## src/hdl/video_pkg.sv

```systemverilog
`default_nettype none

package video_pkg;

	// Three views of the same 48-bit FIFO word
	typedef struct packed {
		logic [1:0]  rsvd_hi;
		logic [7:0]  y_byte;
		logic [13:0] rsvd_mid;
		logic [7:0]  c_byte;
		logic [15:0] rsvd_lo;
	} yuv_view_t;

	typedef struct packed {
		logic [23:0] rsvd_hi;
		logic [7:0]  r_byte;
		logic [7:0]  g_byte;
		logic [7:0]  rsvd_lo;
	} rgb_view_t;

	// Low resolution byte is {res_lo_h, res_lo_l}
	typedef struct packed {
		logic [3:0]  res_lo_l;
		logic [7:0]  res_hi;
		logic [7:0]  rsvd_mid;
		logic [3:0]  res_lo_h;
		logic [23:0] rsvd_lo;
	} resol_view_t;

	typedef union packed {
		yuv_view_t   yuv;
		rgb_view_t   rgb;
		resol_view_t resol;
	} pixel_word_t;

	typedef enum logic {
		MODE_YUV = 1'b0,
		MODE_RGB = 1'b1
	} byte_mode_t;

	localparam int DEF_PAYLOAD_BYTES = 1200;

endpackage

`default_nettype wire

```

## src/hdl/eth_frame_pkg.sv

```systemverilog
`default_nettype none

package eth_frame_pkg;

	typedef logic [7:0]  byte_t;
	typedef logic [47:0] mac_addr_t;
	typedef logic [31:0] ip_addr_t;

	typedef enum logic [3:0] {
		IDLE,
		PREAMBLE,
		SFD,
		HEADER,
		PKT_ID,
		RESOL,
		PAYLOAD,
		FCS,
		GAP
	} frame_state_t;

	// ------------------------------------------------------------
	// Framing and header field values
	// ------------------------------------------------------------
	localparam byte_t       PREAMBLE_BYTE    = 8'h55;
	localparam byte_t       SFD_BYTE         = 8'hd5;
	localparam int          PREAMBLE_LEN     = 7;
	localparam logic [15:0] ETHERTYPE_IPV4   = 16'h0800;
	localparam logic [15:0] IP_VER_TOS       = 16'h4500;
	localparam logic [15:0] IP_IDENT         = 16'h0000;
	localparam logic [15:0] IP_FLAGS         = 16'h4000;
	localparam byte_t       IP_TTL           = 8'h40;
	localparam byte_t       IP_PROTO_UDP     = 8'h11;
	localparam logic [15:0] UDP_SRC_PORT     = 16'd12344;
	localparam logic [15:0] UDP_DST_PORT     = 16'd12345;
	localparam byte_t       PKT_ID_VIDEO     = 8'h00;
	localparam int          HDR_LEN          = 42;
	localparam int          IFG_LEN          = 12;
	localparam logic [31:0] CRC_RESIDUE_INIT = 32'hffff_ffff;

	// Board defaults, id offsets the low bytes
	localparam mac_addr_t   DEF_SRC_MAC      = 48'h00_23_45_67_89_01;
	localparam mac_addr_t   DEF_DST_MAC      = 48'h00_23_45_67_89_02;
	localparam ip_addr_t    DEF_SRC_IP       = {8'd192, 8'd168, 8'd0, 8'd1};
	localparam ip_addr_t    DEF_DST_IP       = {8'd192, 8'd168, 8'd0, 8'd2};

endpackage

`default_nettype wire
```

## src/hdl/crc_if.sv

```systemverilog
`default_nettype none

interface crc_if;

	logic                 init;
	logic                 data_en;
	eth_frame_pkg::byte_t data;
	logic [31:0]          fcs;

	// Frame side drives strobes and bytes
	modport sequencer (
		output init, data_en, data,
		input  fcs
	);

	modport engine (
		input  init, data_en, data,
		output fcs
	);

endinterface

`default_nettype wire

```

## src/hdl/gmii_video_tx.sv

```systemverilog
`default_nettype none

module gmii_video_tx #(
	parameter int                       payload_bytes = video_pkg::DEF_PAYLOAD_BYTES,
	parameter eth_frame_pkg::mac_addr_t src_mac       = eth_frame_pkg::DEF_SRC_MAC,
	parameter eth_frame_pkg::mac_addr_t dst_mac       = eth_frame_pkg::DEF_DST_MAC,
	parameter eth_frame_pkg::ip_addr_t  src_ip        = eth_frame_pkg::DEF_SRC_IP,
	parameter eth_frame_pkg::ip_addr_t  dst_ip        = eth_frame_pkg::DEF_DST_IP
) (
	input  wire logic            fifo_clk,
	input  wire logic            sys_rst,
	input  wire logic            id,
	input  wire logic            sw,
	// Show-ahead line FIFO
	input  wire logic [47:0]     dout,
	input  wire logic            empty,
	input  wire logic            wr_en,
	output logic                 rd_en,
	// GMII transmit
	output logic                 tx_en,
	output eth_frame_pkg::byte_t txd
);

	logic [5:0]           hdr_index;
	eth_frame_pkg::byte_t hdr_byte;
	logic                 resol_step;
	logic                 pay_step;
	eth_frame_pkg::byte_t pix_byte;

	crc_if crc_bus ();

	frame_sequencer #(
		.payload_bytes (payload_bytes)
	) u_seq (
		.fifo_clk   (fifo_clk),
		.sys_rst    (sys_rst),
		.empty      (empty),
		.wr_en      (wr_en),
		.hdr_index  (hdr_index),
		.hdr_byte   (hdr_byte),
		.resol_step (resol_step),
		.pay_step   (pay_step),
		.pix_byte   (pix_byte),
		.crc        (crc_bus.sequencer),
		.tx_en      (tx_en),
		.txd        (txd)
	);

	frame_hdr_regs #(
		.payload_bytes (payload_bytes),
		.src_mac       (src_mac),
		.dst_mac       (dst_mac),
		.src_ip        (src_ip),
		.dst_ip        (dst_ip)
	) u_hdr (
		.fifo_clk  (fifo_clk),
		.sys_rst   (sys_rst),
		.id        (id),
		.hdr_index (hdr_index),
		.hdr_byte  (hdr_byte)
	);

	pixel_serializer u_pix (
		.fifo_clk   (fifo_clk),
		.sys_rst    (sys_rst),
		.sw         (sw),
		.dout       (dout),
		.resol_step (resol_step),
		.pay_step   (pay_step),
		.pix_byte   (pix_byte),
		.rd_en      (rd_en)
	);

	crc32_gmii u_crc (
		.fifo_clk (fifo_clk),
		.sys_rst  (sys_rst),
		.crc      (crc_bus.engine)
	);

endmodule

`default_nettype wire

```

## src/hdl/frame_sequencer.sv

```systemverilog
`default_nettype none

module frame_sequencer #(
	parameter int payload_bytes = 1200
) (
	input  wire logic                  fifo_clk,
	input  wire logic                  sys_rst,
	input  wire logic                  empty,
	input  wire logic                  wr_en,
	output logic [5:0]                 hdr_index,
	input  wire eth_frame_pkg::byte_t  hdr_byte,
	output logic                       resol_step,
	output logic                       pay_step,
	input  wire eth_frame_pkg::byte_t  pix_byte,
	crc_if.sequencer                   crc,
	output logic                       tx_en,
	output eth_frame_pkg::byte_t       txd
);

	localparam int cnt_w = ($clog2(payload_bytes) < 6) ? 6 : $clog2(payload_bytes);
	localparam int gap_w = $clog2(eth_frame_pkg::IFG_LEN);

	eth_frame_pkg::frame_state_t state;
	eth_frame_pkg::frame_state_t next_seg;

	logic [cnt_w-1:0]     byte_cnt;
	logic [gap_w-1:0]     gap_cnt;
	logic                 wr_en_q;
	logic                 line_armed;
	logic                 start;
	logic                 seg_last;
	logic                 tx_on;
	eth_frame_pkg::byte_t tx_byte;

	assign start = (state == eth_frame_pkg::IDLE) && line_armed && !empty;

	// ------------------------------------------------------------
	// Byte source and segment end per state
	// ------------------------------------------------------------
	always_comb begin
		tx_byte  = '0;
		tx_on    = 1'b1;
		seg_last = 1'b0;
		next_seg = state;
		case (state)
			eth_frame_pkg::PREAMBLE: begin
				tx_byte  = eth_frame_pkg::PREAMBLE_BYTE;
				seg_last = (byte_cnt == cnt_w'(eth_frame_pkg::PREAMBLE_LEN - 1));
				next_seg = eth_frame_pkg::SFD;
			end
			eth_frame_pkg::SFD: begin
				tx_byte  = eth_frame_pkg::SFD_BYTE;
				seg_last = 1'b1;
				next_seg = eth_frame_pkg::HEADER;
			end
			eth_frame_pkg::HEADER: begin
				tx_byte  = hdr_byte;
				seg_last = (byte_cnt == cnt_w'(eth_frame_pkg::HDR_LEN - 1));
				next_seg = eth_frame_pkg::PKT_ID;
			end
			eth_frame_pkg::PKT_ID: begin
				tx_byte  = eth_frame_pkg::PKT_ID_VIDEO;
				seg_last = 1'b1;
				next_seg = eth_frame_pkg::RESOL;
			end
			eth_frame_pkg::RESOL: begin
				tx_byte  = pix_byte;
				seg_last = (byte_cnt == cnt_w'(1));
				next_seg = eth_frame_pkg::PAYLOAD;
			end
			eth_frame_pkg::PAYLOAD: begin
				tx_byte  = pix_byte;
				seg_last = (byte_cnt == cnt_w'(payload_bytes - 1));
				next_seg = eth_frame_pkg::FCS;
			end
			eth_frame_pkg::FCS: begin
				// Least significant byte first
				tx_byte  = crc.fcs[8 * byte_cnt[1:0] +: 8];
				seg_last = (byte_cnt == cnt_w'(3));
				next_seg = eth_frame_pkg::GAP;
			end
			default: tx_on = 1'b0;
		endcase
	end

	assign hdr_index  = (state == eth_frame_pkg::HEADER) ? byte_cnt[5:0] : 6'd0;
	assign resol_step = (state == eth_frame_pkg::RESOL);
	assign pay_step   = (state == eth_frame_pkg::PAYLOAD);

	// CRC sees exactly the bytes from dst MAC through payload
	assign crc.init    = (state == eth_frame_pkg::SFD);
	assign crc.data_en = (state == eth_frame_pkg::HEADER) || (state == eth_frame_pkg::PKT_ID)
		|| (state == eth_frame_pkg::RESOL) || (state == eth_frame_pkg::PAYLOAD);
	assign crc.data    = tx_byte;

	// ------------------------------------------------------------
	// State, counters, arming and GMII registers
	// ------------------------------------------------------------
	always_ff @(posedge fifo_clk) begin
		if (sys_rst) begin
			state      <= eth_frame_pkg::IDLE;
			byte_cnt   <= '0;
			gap_cnt    <= '0;
			wr_en_q    <= 1'b0;
			line_armed <= 1'b0;
			tx_en      <= 1'b0;
			txd        <= '0;
		end else begin
			wr_en_q <= wr_en;
			tx_en   <= tx_on;
			txd     <= tx_byte;

			// A newly finished line wins over the clear at frame start
			if (wr_en_q && !wr_en)
				line_armed <= 1'b1;
			else if (start)
				line_armed <= 1'b0;

			case (state)
				eth_frame_pkg::IDLE: begin
					byte_cnt <= '0;
					if (start)
						state <= eth_frame_pkg::PREAMBLE;
				end
				eth_frame_pkg::GAP: begin
					if (gap_cnt == '0)
						state <= eth_frame_pkg::IDLE;
					else
						gap_cnt <= gap_cnt - 1'b1;
				end
				default: begin
					if (seg_last) begin
						byte_cnt <= '0;
						state    <= next_seg;
						if (next_seg == eth_frame_pkg::GAP)
							gap_cnt <= gap_w'(eth_frame_pkg::IFG_LEN - 1);
					end else begin
						byte_cnt <= byte_cnt + 1'b1;
					end
				end
			endcase
		end
	end

endmodule

`default_nettype wire

```

## src/hdl/pixel_serializer.sv

```systemverilog
`default_nettype none

module pixel_serializer (
	input  wire logic                  fifo_clk,
	input  wire logic                  sys_rst,
	input  wire logic                  sw,
	input  wire video_pkg::pixel_word_t dout,
	input  wire logic                  resol_step,
	input  wire logic                  pay_step,
	output eth_frame_pkg::byte_t       pix_byte,
	output logic                       rd_en
);

	video_pkg::byte_mode_t mode;

	logic                 step;
	logic                 phase;
	eth_frame_pkg::byte_t first_byte;
	eth_frame_pkg::byte_t second_byte;
	eth_frame_pkg::byte_t hold_byte;

	assign mode = video_pkg::byte_mode_t'(sw);
	assign step = resol_step | pay_step;

	// Both bytes of the current word
	always_comb begin
		if (resol_step) begin
			first_byte  = dout.resol.res_hi;
			second_byte = {dout.resol.res_lo_h, dout.resol.res_lo_l};
		end else begin
			first_byte  = (mode == video_pkg::MODE_RGB) ? dout.rgb.g_byte : dout.yuv.y_byte;
			// Chroma and red sit in the same bits
			second_byte = dout.yuv.c_byte;
		end
	end

	// Second byte comes from the hold register, so the pop can overlap it
	assign pix_byte = phase ? hold_byte : first_byte;

	always_ff @(posedge fifo_clk) begin
		if (sys_rst) begin
			phase <= 1'b0;
			rd_en <= 1'b0;
		end else begin
			rd_en <= step & ~phase;
			if (step)
				phase <= ~phase;
		end
	end

	always_ff @(posedge fifo_clk) begin
		if (step && !phase)
			hold_byte <= second_byte;
	end

endmodule

`default_nettype wire

```

## src/hdl/frame_hdr_regs.sv

```systemverilog
`default_nettype none

module frame_hdr_regs #(
	parameter int                       payload_bytes = 1200,
	parameter eth_frame_pkg::mac_addr_t src_mac       = eth_frame_pkg::DEF_SRC_MAC,
	parameter eth_frame_pkg::mac_addr_t dst_mac       = eth_frame_pkg::DEF_DST_MAC,
	parameter eth_frame_pkg::ip_addr_t  src_ip        = eth_frame_pkg::DEF_SRC_IP,
	parameter eth_frame_pkg::ip_addr_t  dst_ip        = eth_frame_pkg::DEF_DST_IP
) (
	input  wire logic                  fifo_clk,
	input  wire logic                  sys_rst,
	input  wire logic                  id,
	input  wire logic [5:0]            hdr_index,
	output eth_frame_pkg::byte_t       hdr_byte
);

	// IP: 20 hdr + 8 UDP + id + 2 resolution; UDP: 8 + id + 2
	localparam logic [15:0] ip_total_len = 16'(payload_bytes + 31);
	localparam logic [15:0] udp_len      = 16'(payload_bytes + 11);

	eth_frame_pkg::mac_addr_t src_mac_adj;
	eth_frame_pkg::mac_addr_t dst_mac_adj;
	eth_frame_pkg::ip_addr_t  src_ip_adj;
	eth_frame_pkg::ip_addr_t  dst_ip_adj;

	logic [19:0] csum_sum;
	logic [16:0] csum_fold1;
	logic [15:0] csum_fold2;
	logic [15:0] ip_csum;

	logic [eth_frame_pkg::HDR_LEN*8-1:0] hdr_vec;

	assign src_mac_adj = {src_mac[47:8], src_mac[7:0] + 8'(id)};
	assign dst_mac_adj = {dst_mac[47:8], dst_mac[7:0] - 8'(id)};
	assign src_ip_adj  = {src_ip[31:8], src_ip[7:0] + 8'(id)};
	assign dst_ip_adj  = {dst_ip[31:8], dst_ip[7:0] - 8'(id)};

	// ------------------------------------------------------------
	// IPv4 header checksum
	// ------------------------------------------------------------
	assign csum_sum = eth_frame_pkg::IP_VER_TOS + ip_total_len + eth_frame_pkg::IP_IDENT
		+ eth_frame_pkg::IP_FLAGS + {eth_frame_pkg::IP_TTL, eth_frame_pkg::IP_PROTO_UDP}
		+ src_ip_adj[31:16] + src_ip_adj[15:0] + dst_ip_adj[31:16] + dst_ip_adj[15:0];

	// Two folds absorb every carry of nine words
	assign csum_fold1 = csum_sum[15:0] + csum_sum[19:16];
	assign csum_fold2 = csum_fold1[15:0] + csum_fold1[16];

	always_ff @(posedge fifo_clk) begin
		if (sys_rst)
			ip_csum <= '0;
		else
			ip_csum <= ~csum_fold2;
	end

	// ------------------------------------------------------------
	// Header bytes in wire order, index 0 is the first byte
	// ------------------------------------------------------------
	assign hdr_vec = {
		dst_mac_adj, src_mac_adj, eth_frame_pkg::ETHERTYPE_IPV4,
		eth_frame_pkg::IP_VER_TOS, ip_total_len, eth_frame_pkg::IP_IDENT,
		eth_frame_pkg::IP_FLAGS, eth_frame_pkg::IP_TTL, eth_frame_pkg::IP_PROTO_UDP,
		ip_csum, src_ip_adj, dst_ip_adj,
		eth_frame_pkg::UDP_SRC_PORT, eth_frame_pkg::UDP_DST_PORT, udp_len,
		16'h0000 // UDP checksum left out
	};

	always_comb begin
		hdr_byte = '0;
		if (int'(hdr_index) < eth_frame_pkg::HDR_LEN)
			hdr_byte = hdr_vec[8 * (eth_frame_pkg::HDR_LEN - 1 - int'(hdr_index)) +: 8];
	end

endmodule

`default_nettype wire

```

## src/hdl/crc32_gmii.sv

```systemverilog
`default_nettype none

module crc32_gmii (
	input wire logic fifo_clk,
	input wire logic sys_rst,
	crc_if.engine    crc
);

	// Reflected form of 0x04C11DB7
	localparam logic [31:0] crc_poly = 32'hedb8_8320;

	logic [31:0] crc_reg;
	logic [31:0] crc_next;

	// One byte, LSB first as it goes on the wire
	always_comb begin
		crc_next = crc_reg;
		for (int i = 0; i < 8; i++) begin
			if (crc_next[0] ^ crc.data[i])
				crc_next = (crc_next >> 1) ^ crc_poly;
			else
				crc_next = crc_next >> 1;
		end
	end

	always_ff @(posedge fifo_clk) begin
		if (sys_rst) begin
			crc_reg <= eth_frame_pkg::CRC_RESIDUE_INIT;
		end else if (crc.init) begin
			crc_reg <= eth_frame_pkg::CRC_RESIDUE_INIT;
		end else if (crc.data_en) begin
			crc_reg <= crc_next;
		end
	end

	// Byte 0 of the FCS sits in bits 7:0
	assign crc.fcs = ~crc_reg;

endmodule

`default_nettype wire

```

## config.mk

```make
export PLATFORM = sky130hd
export DESIGN_NAME = gmii_video_tx
export DESIGN_NICKNAME = d
export VERILOG_FILES = /design/src/hdl/video_pkg.sv /design/src/hdl/eth_frame_pkg.sv /design/src/hdl/crc_if.sv /design/src/hdl/gmii_video_tx.sv /design/src/hdl/frame_sequencer.sv /design/src/hdl/pixel_serializer.sv /design/src/hdl/frame_hdr_regs.sv /design/src/hdl/crc32_gmii.sv
export SDC_FILE = /design/constraint.sdc
export NUM_CORES = 1
export LEC_CHECK = 0
export BUFFER_PORTS_ARGS = -buffer_cell sky130_fd_sc_hd__buf_2
export CORE_ASPECT_RATIO = 2
export CORE_UTILIZATION = 54
export DETAILED_ROUTE_END_ITERATION = 16
export PLACE_DENSITY = 0.77
export SLEW_MARGIN = 20
export SYNTH_ARGS = -nofsm -noshare
export SYNTH_HDL_FRONTEND = slang
export SYNTH_SLANG_ARGS = --single-unit
```

## constraint.sdc

```tcl
create_clock -name fifo_clk -period 4.41 [get_ports fifo_clk]
set_input_delay 1.323 -clock fifo_clk [delete_from_list [all_inputs] [get_ports fifo_clk]]
set_output_delay 1.323 -clock fifo_clk [all_outputs]
set_load 0.02 [all_outputs]
```

==> run_results.csv <==
group,metric,value,unit
outcome,outcome,"complete, no violations",
logic_synthesis,ys_warn_count,0,
setup_path,reg2reg_from,"u_seq.state[3]",
power,power.density,310,nW/um2
clocking,numClockSinks,73,
grt,gr-total-overflow,0,
setup_path,reg2regPathDepth,14,
logic_synthesis,async_reset_ff_share,0,%
grt,number_of_global_route_vias_before_repair,5338,
route,detail_route.iter0.violations,448,
clocking,clk_transition_reported_paths,0.06,ns
setup_path,critical_path_required,4.58,ns
logic_synthesis,number_of_different_library_cells_in_the_post_synthesis_netlist,95,
logic_synthesis,mapped_avg_cell_area,8.54,um2
finish,design.final.nets,771,
route,drtAntennaViolNets,0,
route,post-route-drc-count,0,
power,worst_ir_drop_vdd,0.301,mV
grt,initial_antenna_violation_count,0,
logic_synthesis,ys_seq_area_share,26.9,%
setup_path,setup.worst_path.class,"register to register",
floorplanning,placement_rows,52,
grt,grt.total_usage,32.4,%
finish,largest_register_ffs,32,
route,drt-pass1-iter-count,6,
setup_path,worst-r2r-setup-slack,0.24,ns
floorplanning,core_region_area,10200,um2
clocking,cts.hold.buffers_added,0,
floorplanning,initial_core_utilization,56.2,%
logic_synthesis,largest_cells_by_area_after_synthesis,"sky130_fd_sc_hd__dfxtp_1 (23%), sky130_fd_sc_hd__xnor2_1 (6.9%), sky130_fd_sc_hd__o211ai_1 (4.4%)",
floorplanning,dieHeight,148,um
route,routed_via_density,6.28,
finish,fillers,910,
logic_synthesis,synth_top_cell_area_share,22.7,%
sta,period_needed,4.17,ns
floorplanning,count_of_pins_on_the_block_boundary,64,
logic_synthesis,syn_nets,730,
clocking,number_of_buffers_inserted_to_repair_setup_after_cts,0,
sta,clock.fmax,0.240,GHz
flow_run,max_cap_viols,0,
sta,hold_slack,0.485,ns
setup_path,worst_r2r_endpoint,"u_crc.crc_reg[27]",
clocking,worst_skew_late_latency,0.34,ns
setup_path,crit_path_end_kind,"register",
logic_synthesis,yosys_most_used_dff,"sky130_fd_sc_hd__dfxtp_1",
grt,grt_start_max_net_pins,62,
placement,hpwl,12600,um
route,detail_route.wirelength,17100,um
power,p_leak,0.00257,uW
setup_path,startpoint,"u_seq.state[3]",
sta,finalSetupViolations,0,
clocking,cts_tree,"built",
finish,share_of_cells_above_drive_strength_1,21.9,%
route,avgRoutedWirePerCell,20.1,um
sta,setup-tns-final,0,ns
logic_synthesis,postSynthRegisterBits,73,
setup_path,setup.worst_path.end,"u_crc.crc_reg[27]",
sta,tightest_slew,1.10,ns
clocking,cts_buffer_depth,2,
clocking,cts_htree_levels,3,
route,num_vias,5353,
finish,insertedDiodeCount,0,
logic_synthesis,number_of_enable_type_register_cells_in_the_synthesized_netlist,8,
route,met1Wirelength,6170,um
sta,final_slew_viol_count,0,
clocking,number_of_cts_inserted_buffers,9,
floorplanning,die_width,74.9,um
logic_synthesis,synth_area_leader_cell,"sky130_fd_sc_hd__dfxtp_1",
setup_path,crit_arrival,4.35,ns
route,top_layer_used,"met4",
logic_synthesis,combined_area_of_all_synthesized_cells,5740,um2
placement,numPortBuffers,47,
sta,finalHoldViolations,0,
sta,skew_final,0.00435,ns
hold_path,holdCritPathClass,"register to register",
sta,slew-limit-headroom,26.6,%
route,met2_routed_length,9520,um
clocking,cts_repair_resize_count,0,
finish,flow.area_growth_from_synthesis,12.9,%
setup_path,startpoint_type,"register",
clocking,cts-root-buf,"sky130_fd_sc_hd__clkbuf_16",
grt,first_pass_grt_wire_length,26700,um
placement,gp_congestion,0.932,
logic_synthesis,synthesis.instances,672,
sta,grt_setup_unrepaired,"false",
setup_path,path_max_fanout,10,
sta,layout_worst_path_cycle_share,94.7,%
floorplanning,die_area,11100,um2
route,detailroute.wirelength.met3,578,um
## cells in the mapped netlist, types with 3 or more instances
library cell               instances
sky130_fd_sc_hd__o21ai_0          33
sky130_fd_sc_hd__ha_1              4
sky130_fd_sc_hd__nor4_1            7
sky130_fd_sc_hd__nand2_1          55
sky130_fd_sc_hd__a22oi_1           3
sky130_fd_sc_hd__or2_2             3
sky130_fd_sc_hd__mux2i_1          10
sky130_fd_sc_hd__a31oi_1           8
sky130_fd_sc_hd__xnor2_2           5
sky130_fd_sc_hd__nand4_1           4
sky130_fd_sc_hd__nand2b_1          6
sky130_fd_sc_hd__o211a_1           3
sky130_fd_sc_hd__buf_2            16
sky130_fd_sc_hd__a21o_1            3
sky130_fd_sc_hd__and3_1            7
sky130_fd_sc_hd__o22ai_1           4
sky130_fd_sc_hd__o31ai_1           3
sky130_fd_sc_hd__edfxtp_1          8
sky130_fd_sc_hd__a21oi_1          45
sky130_fd_sc_hd__and2_1            6
sky130_fd_sc_hd__or3_1             5
sky130_fd_sc_hd__nor3_1           20
sky130_fd_sc_hd__clkbuf_1         25
sky130_fd_sc_hd__nor3b_1           7
sky130_fd_sc_hd__dfxtp_1          65
sky130_fd_sc_hd__buf_4             7
sky130_fd_sc_hd__nor2_1           58
sky130_fd_sc_hd__nand3_1          19
sky130_fd_sc_hd__buf_6             4
sky130_fd_sc_hd__xor2_1           17
sky130_fd_sc_hd__nand3b_1          4
sky130_fd_sc_hd__nor2b_1          12
sky130_fd_sc_hd__xnor2_1          45
sky130_fd_sc_hd__xnor3_1           5
sky130_fd_sc_hd__o21ai_1           3
sky130_fd_sc_hd__mux2_2           13
sky130_fd_sc_hd__or4_1             4
sky130_fd_sc_hd__a211oi_1          9
sky130_fd_sc_hd__inv_1            10
sky130_fd_sc_hd__o211ai_1         34
sky130_fd_sc_hd__mux4_2            8
## worst max-delay path: stages (launching register included)
cell and delay (ns):
sky130_fd_sc_hd__dfxtp_1 0.31, sky130_fd_sc_hd__and4bb_4 0.36, sky130_fd_sc_hd__nand2_1 0.07, sky130_fd_sc_hd__ha_1 0.54, sky130_fd_sc_hd__nor2_1 0.17, sky130_fd_sc_hd__nand2_1 0.21, sky130_fd_sc_hd__a221oi_1 0.11, sky130_fd_sc_hd__o211ai_1 0.26
sky130_fd_sc_hd__a31oi_1 0.20, sky130_fd_sc_hd__a211oi_1 0.54, sky130_fd_sc_hd__xnor2_2 0.19, sky130_fd_sc_hd__buf_4 0.21, sky130_fd_sc_hd__xor3_1 0.53, sky130_fd_sc_hd__xor2_1 0.19, sky130_fd_sc_hd__o21ai_0 0.10
## worst min-delay path by stage
stage	startpoint	slack [ns]	endpoint	cells past startpoint
after floorplan	u_seq.line_armed	0.46	u_seq.line_armed	2
after global placement	u_seq.line_armed	0.47	u_seq.line_armed	2
after detailed placement	u_seq.line_armed	0.48	u_seq.line_armed	2
after CTS	u_seq.line_armed	0.49	u_seq.line_armed	2
after global routing	u_crc.crc_reg[12]	0.54	u_crc.crc_reg[12]	2
final	u_seq.line_armed	0.49	u_seq.line_armed	2
## cell usage in the layout, fill, tap and decap left out, types with 9 or more instances in the layout
cell                        count
sky130_fd_sc_hd__buf_4         36
sky130_fd_sc_hd__inv_1         10
sky130_fd_sc_hd__buf_2         47
sky130_fd_sc_hd__a211oi_1       9
sky130_fd_sc_hd__xor2_1        17
sky130_fd_sc_hd__o21ai_0       32
sky130_fd_sc_hd__a21oi_1       45
sky130_fd_sc_hd__mux2i_1       10
sky130_fd_sc_hd__nand2_1       55
sky130_fd_sc_hd__nor2_1        58
sky130_fd_sc_hd__nand3_1       19
sky130_fd_sc_hd__o211ai_1      34
sky130_fd_sc_hd__xnor2_1       45
sky130_fd_sc_hd__dfxtp_1       65
sky130_fd_sc_hd__nor2b_1       12
sky130_fd_sc_hd__clkbuf_16      9
sky130_fd_sc_hd__nor3_1        20
sky130_fd_sc_hd__mux2_2        13
## logic make-up (layout without fill, tap and decap cells)
logic type	Yosys count	in the layout	share of synthesized area (%)
AO/OA/AOI/OAI	182	182	21.9
flip-flops	73	73	26.9
buffers and inverters	66	112	5.65
AND/OR/NAND/NOR	238	238	22.0
adder cells (fa/ha/maj)	4	4	0.872
XOR/XNOR	78	78	15.2
multiplexers	31	31	7.44
## where the power goes
part           internal (uW)  switching, uW
logic                    237            281
clock network            501            304
registers                680           7.56
## stage by stage
stage	power (uW)	area (um2)	cells	util, %	setup WS, ns
6_report	2010	6480	853	63.4	0.235
3_3_place_gp	1200	6150	837	60.2	0.220
2_1_floorplan	1080	5740	672	-	0.314
5_1_grt	2080	6480	853	63.4	0.139
3_5_place_dp	1210	6150	837	60.2	0.143
4_1_cts	2020	6480	853	63.4	0.286
## routing by layer
layer	track usage (%)	up-vias
met5	0	-
met4	20.0	0
met3	4.50	65
met2	59.1	185
met1	33.1	2569
li1	-	2534
## layout make-up
cell class	count	area, um2	share of cell area [%]
multi-input combinational	533	3870	59.8
sequential	73	1540	23.8
timing repair buffer	84	526	8.11
clock buffer	9	225	3.48
tap	135	169	2.61
clock inverter	7	101	1.56
inverter	12	45.0	0.695
Note: power is estimated with default switching activity, not from simulation.
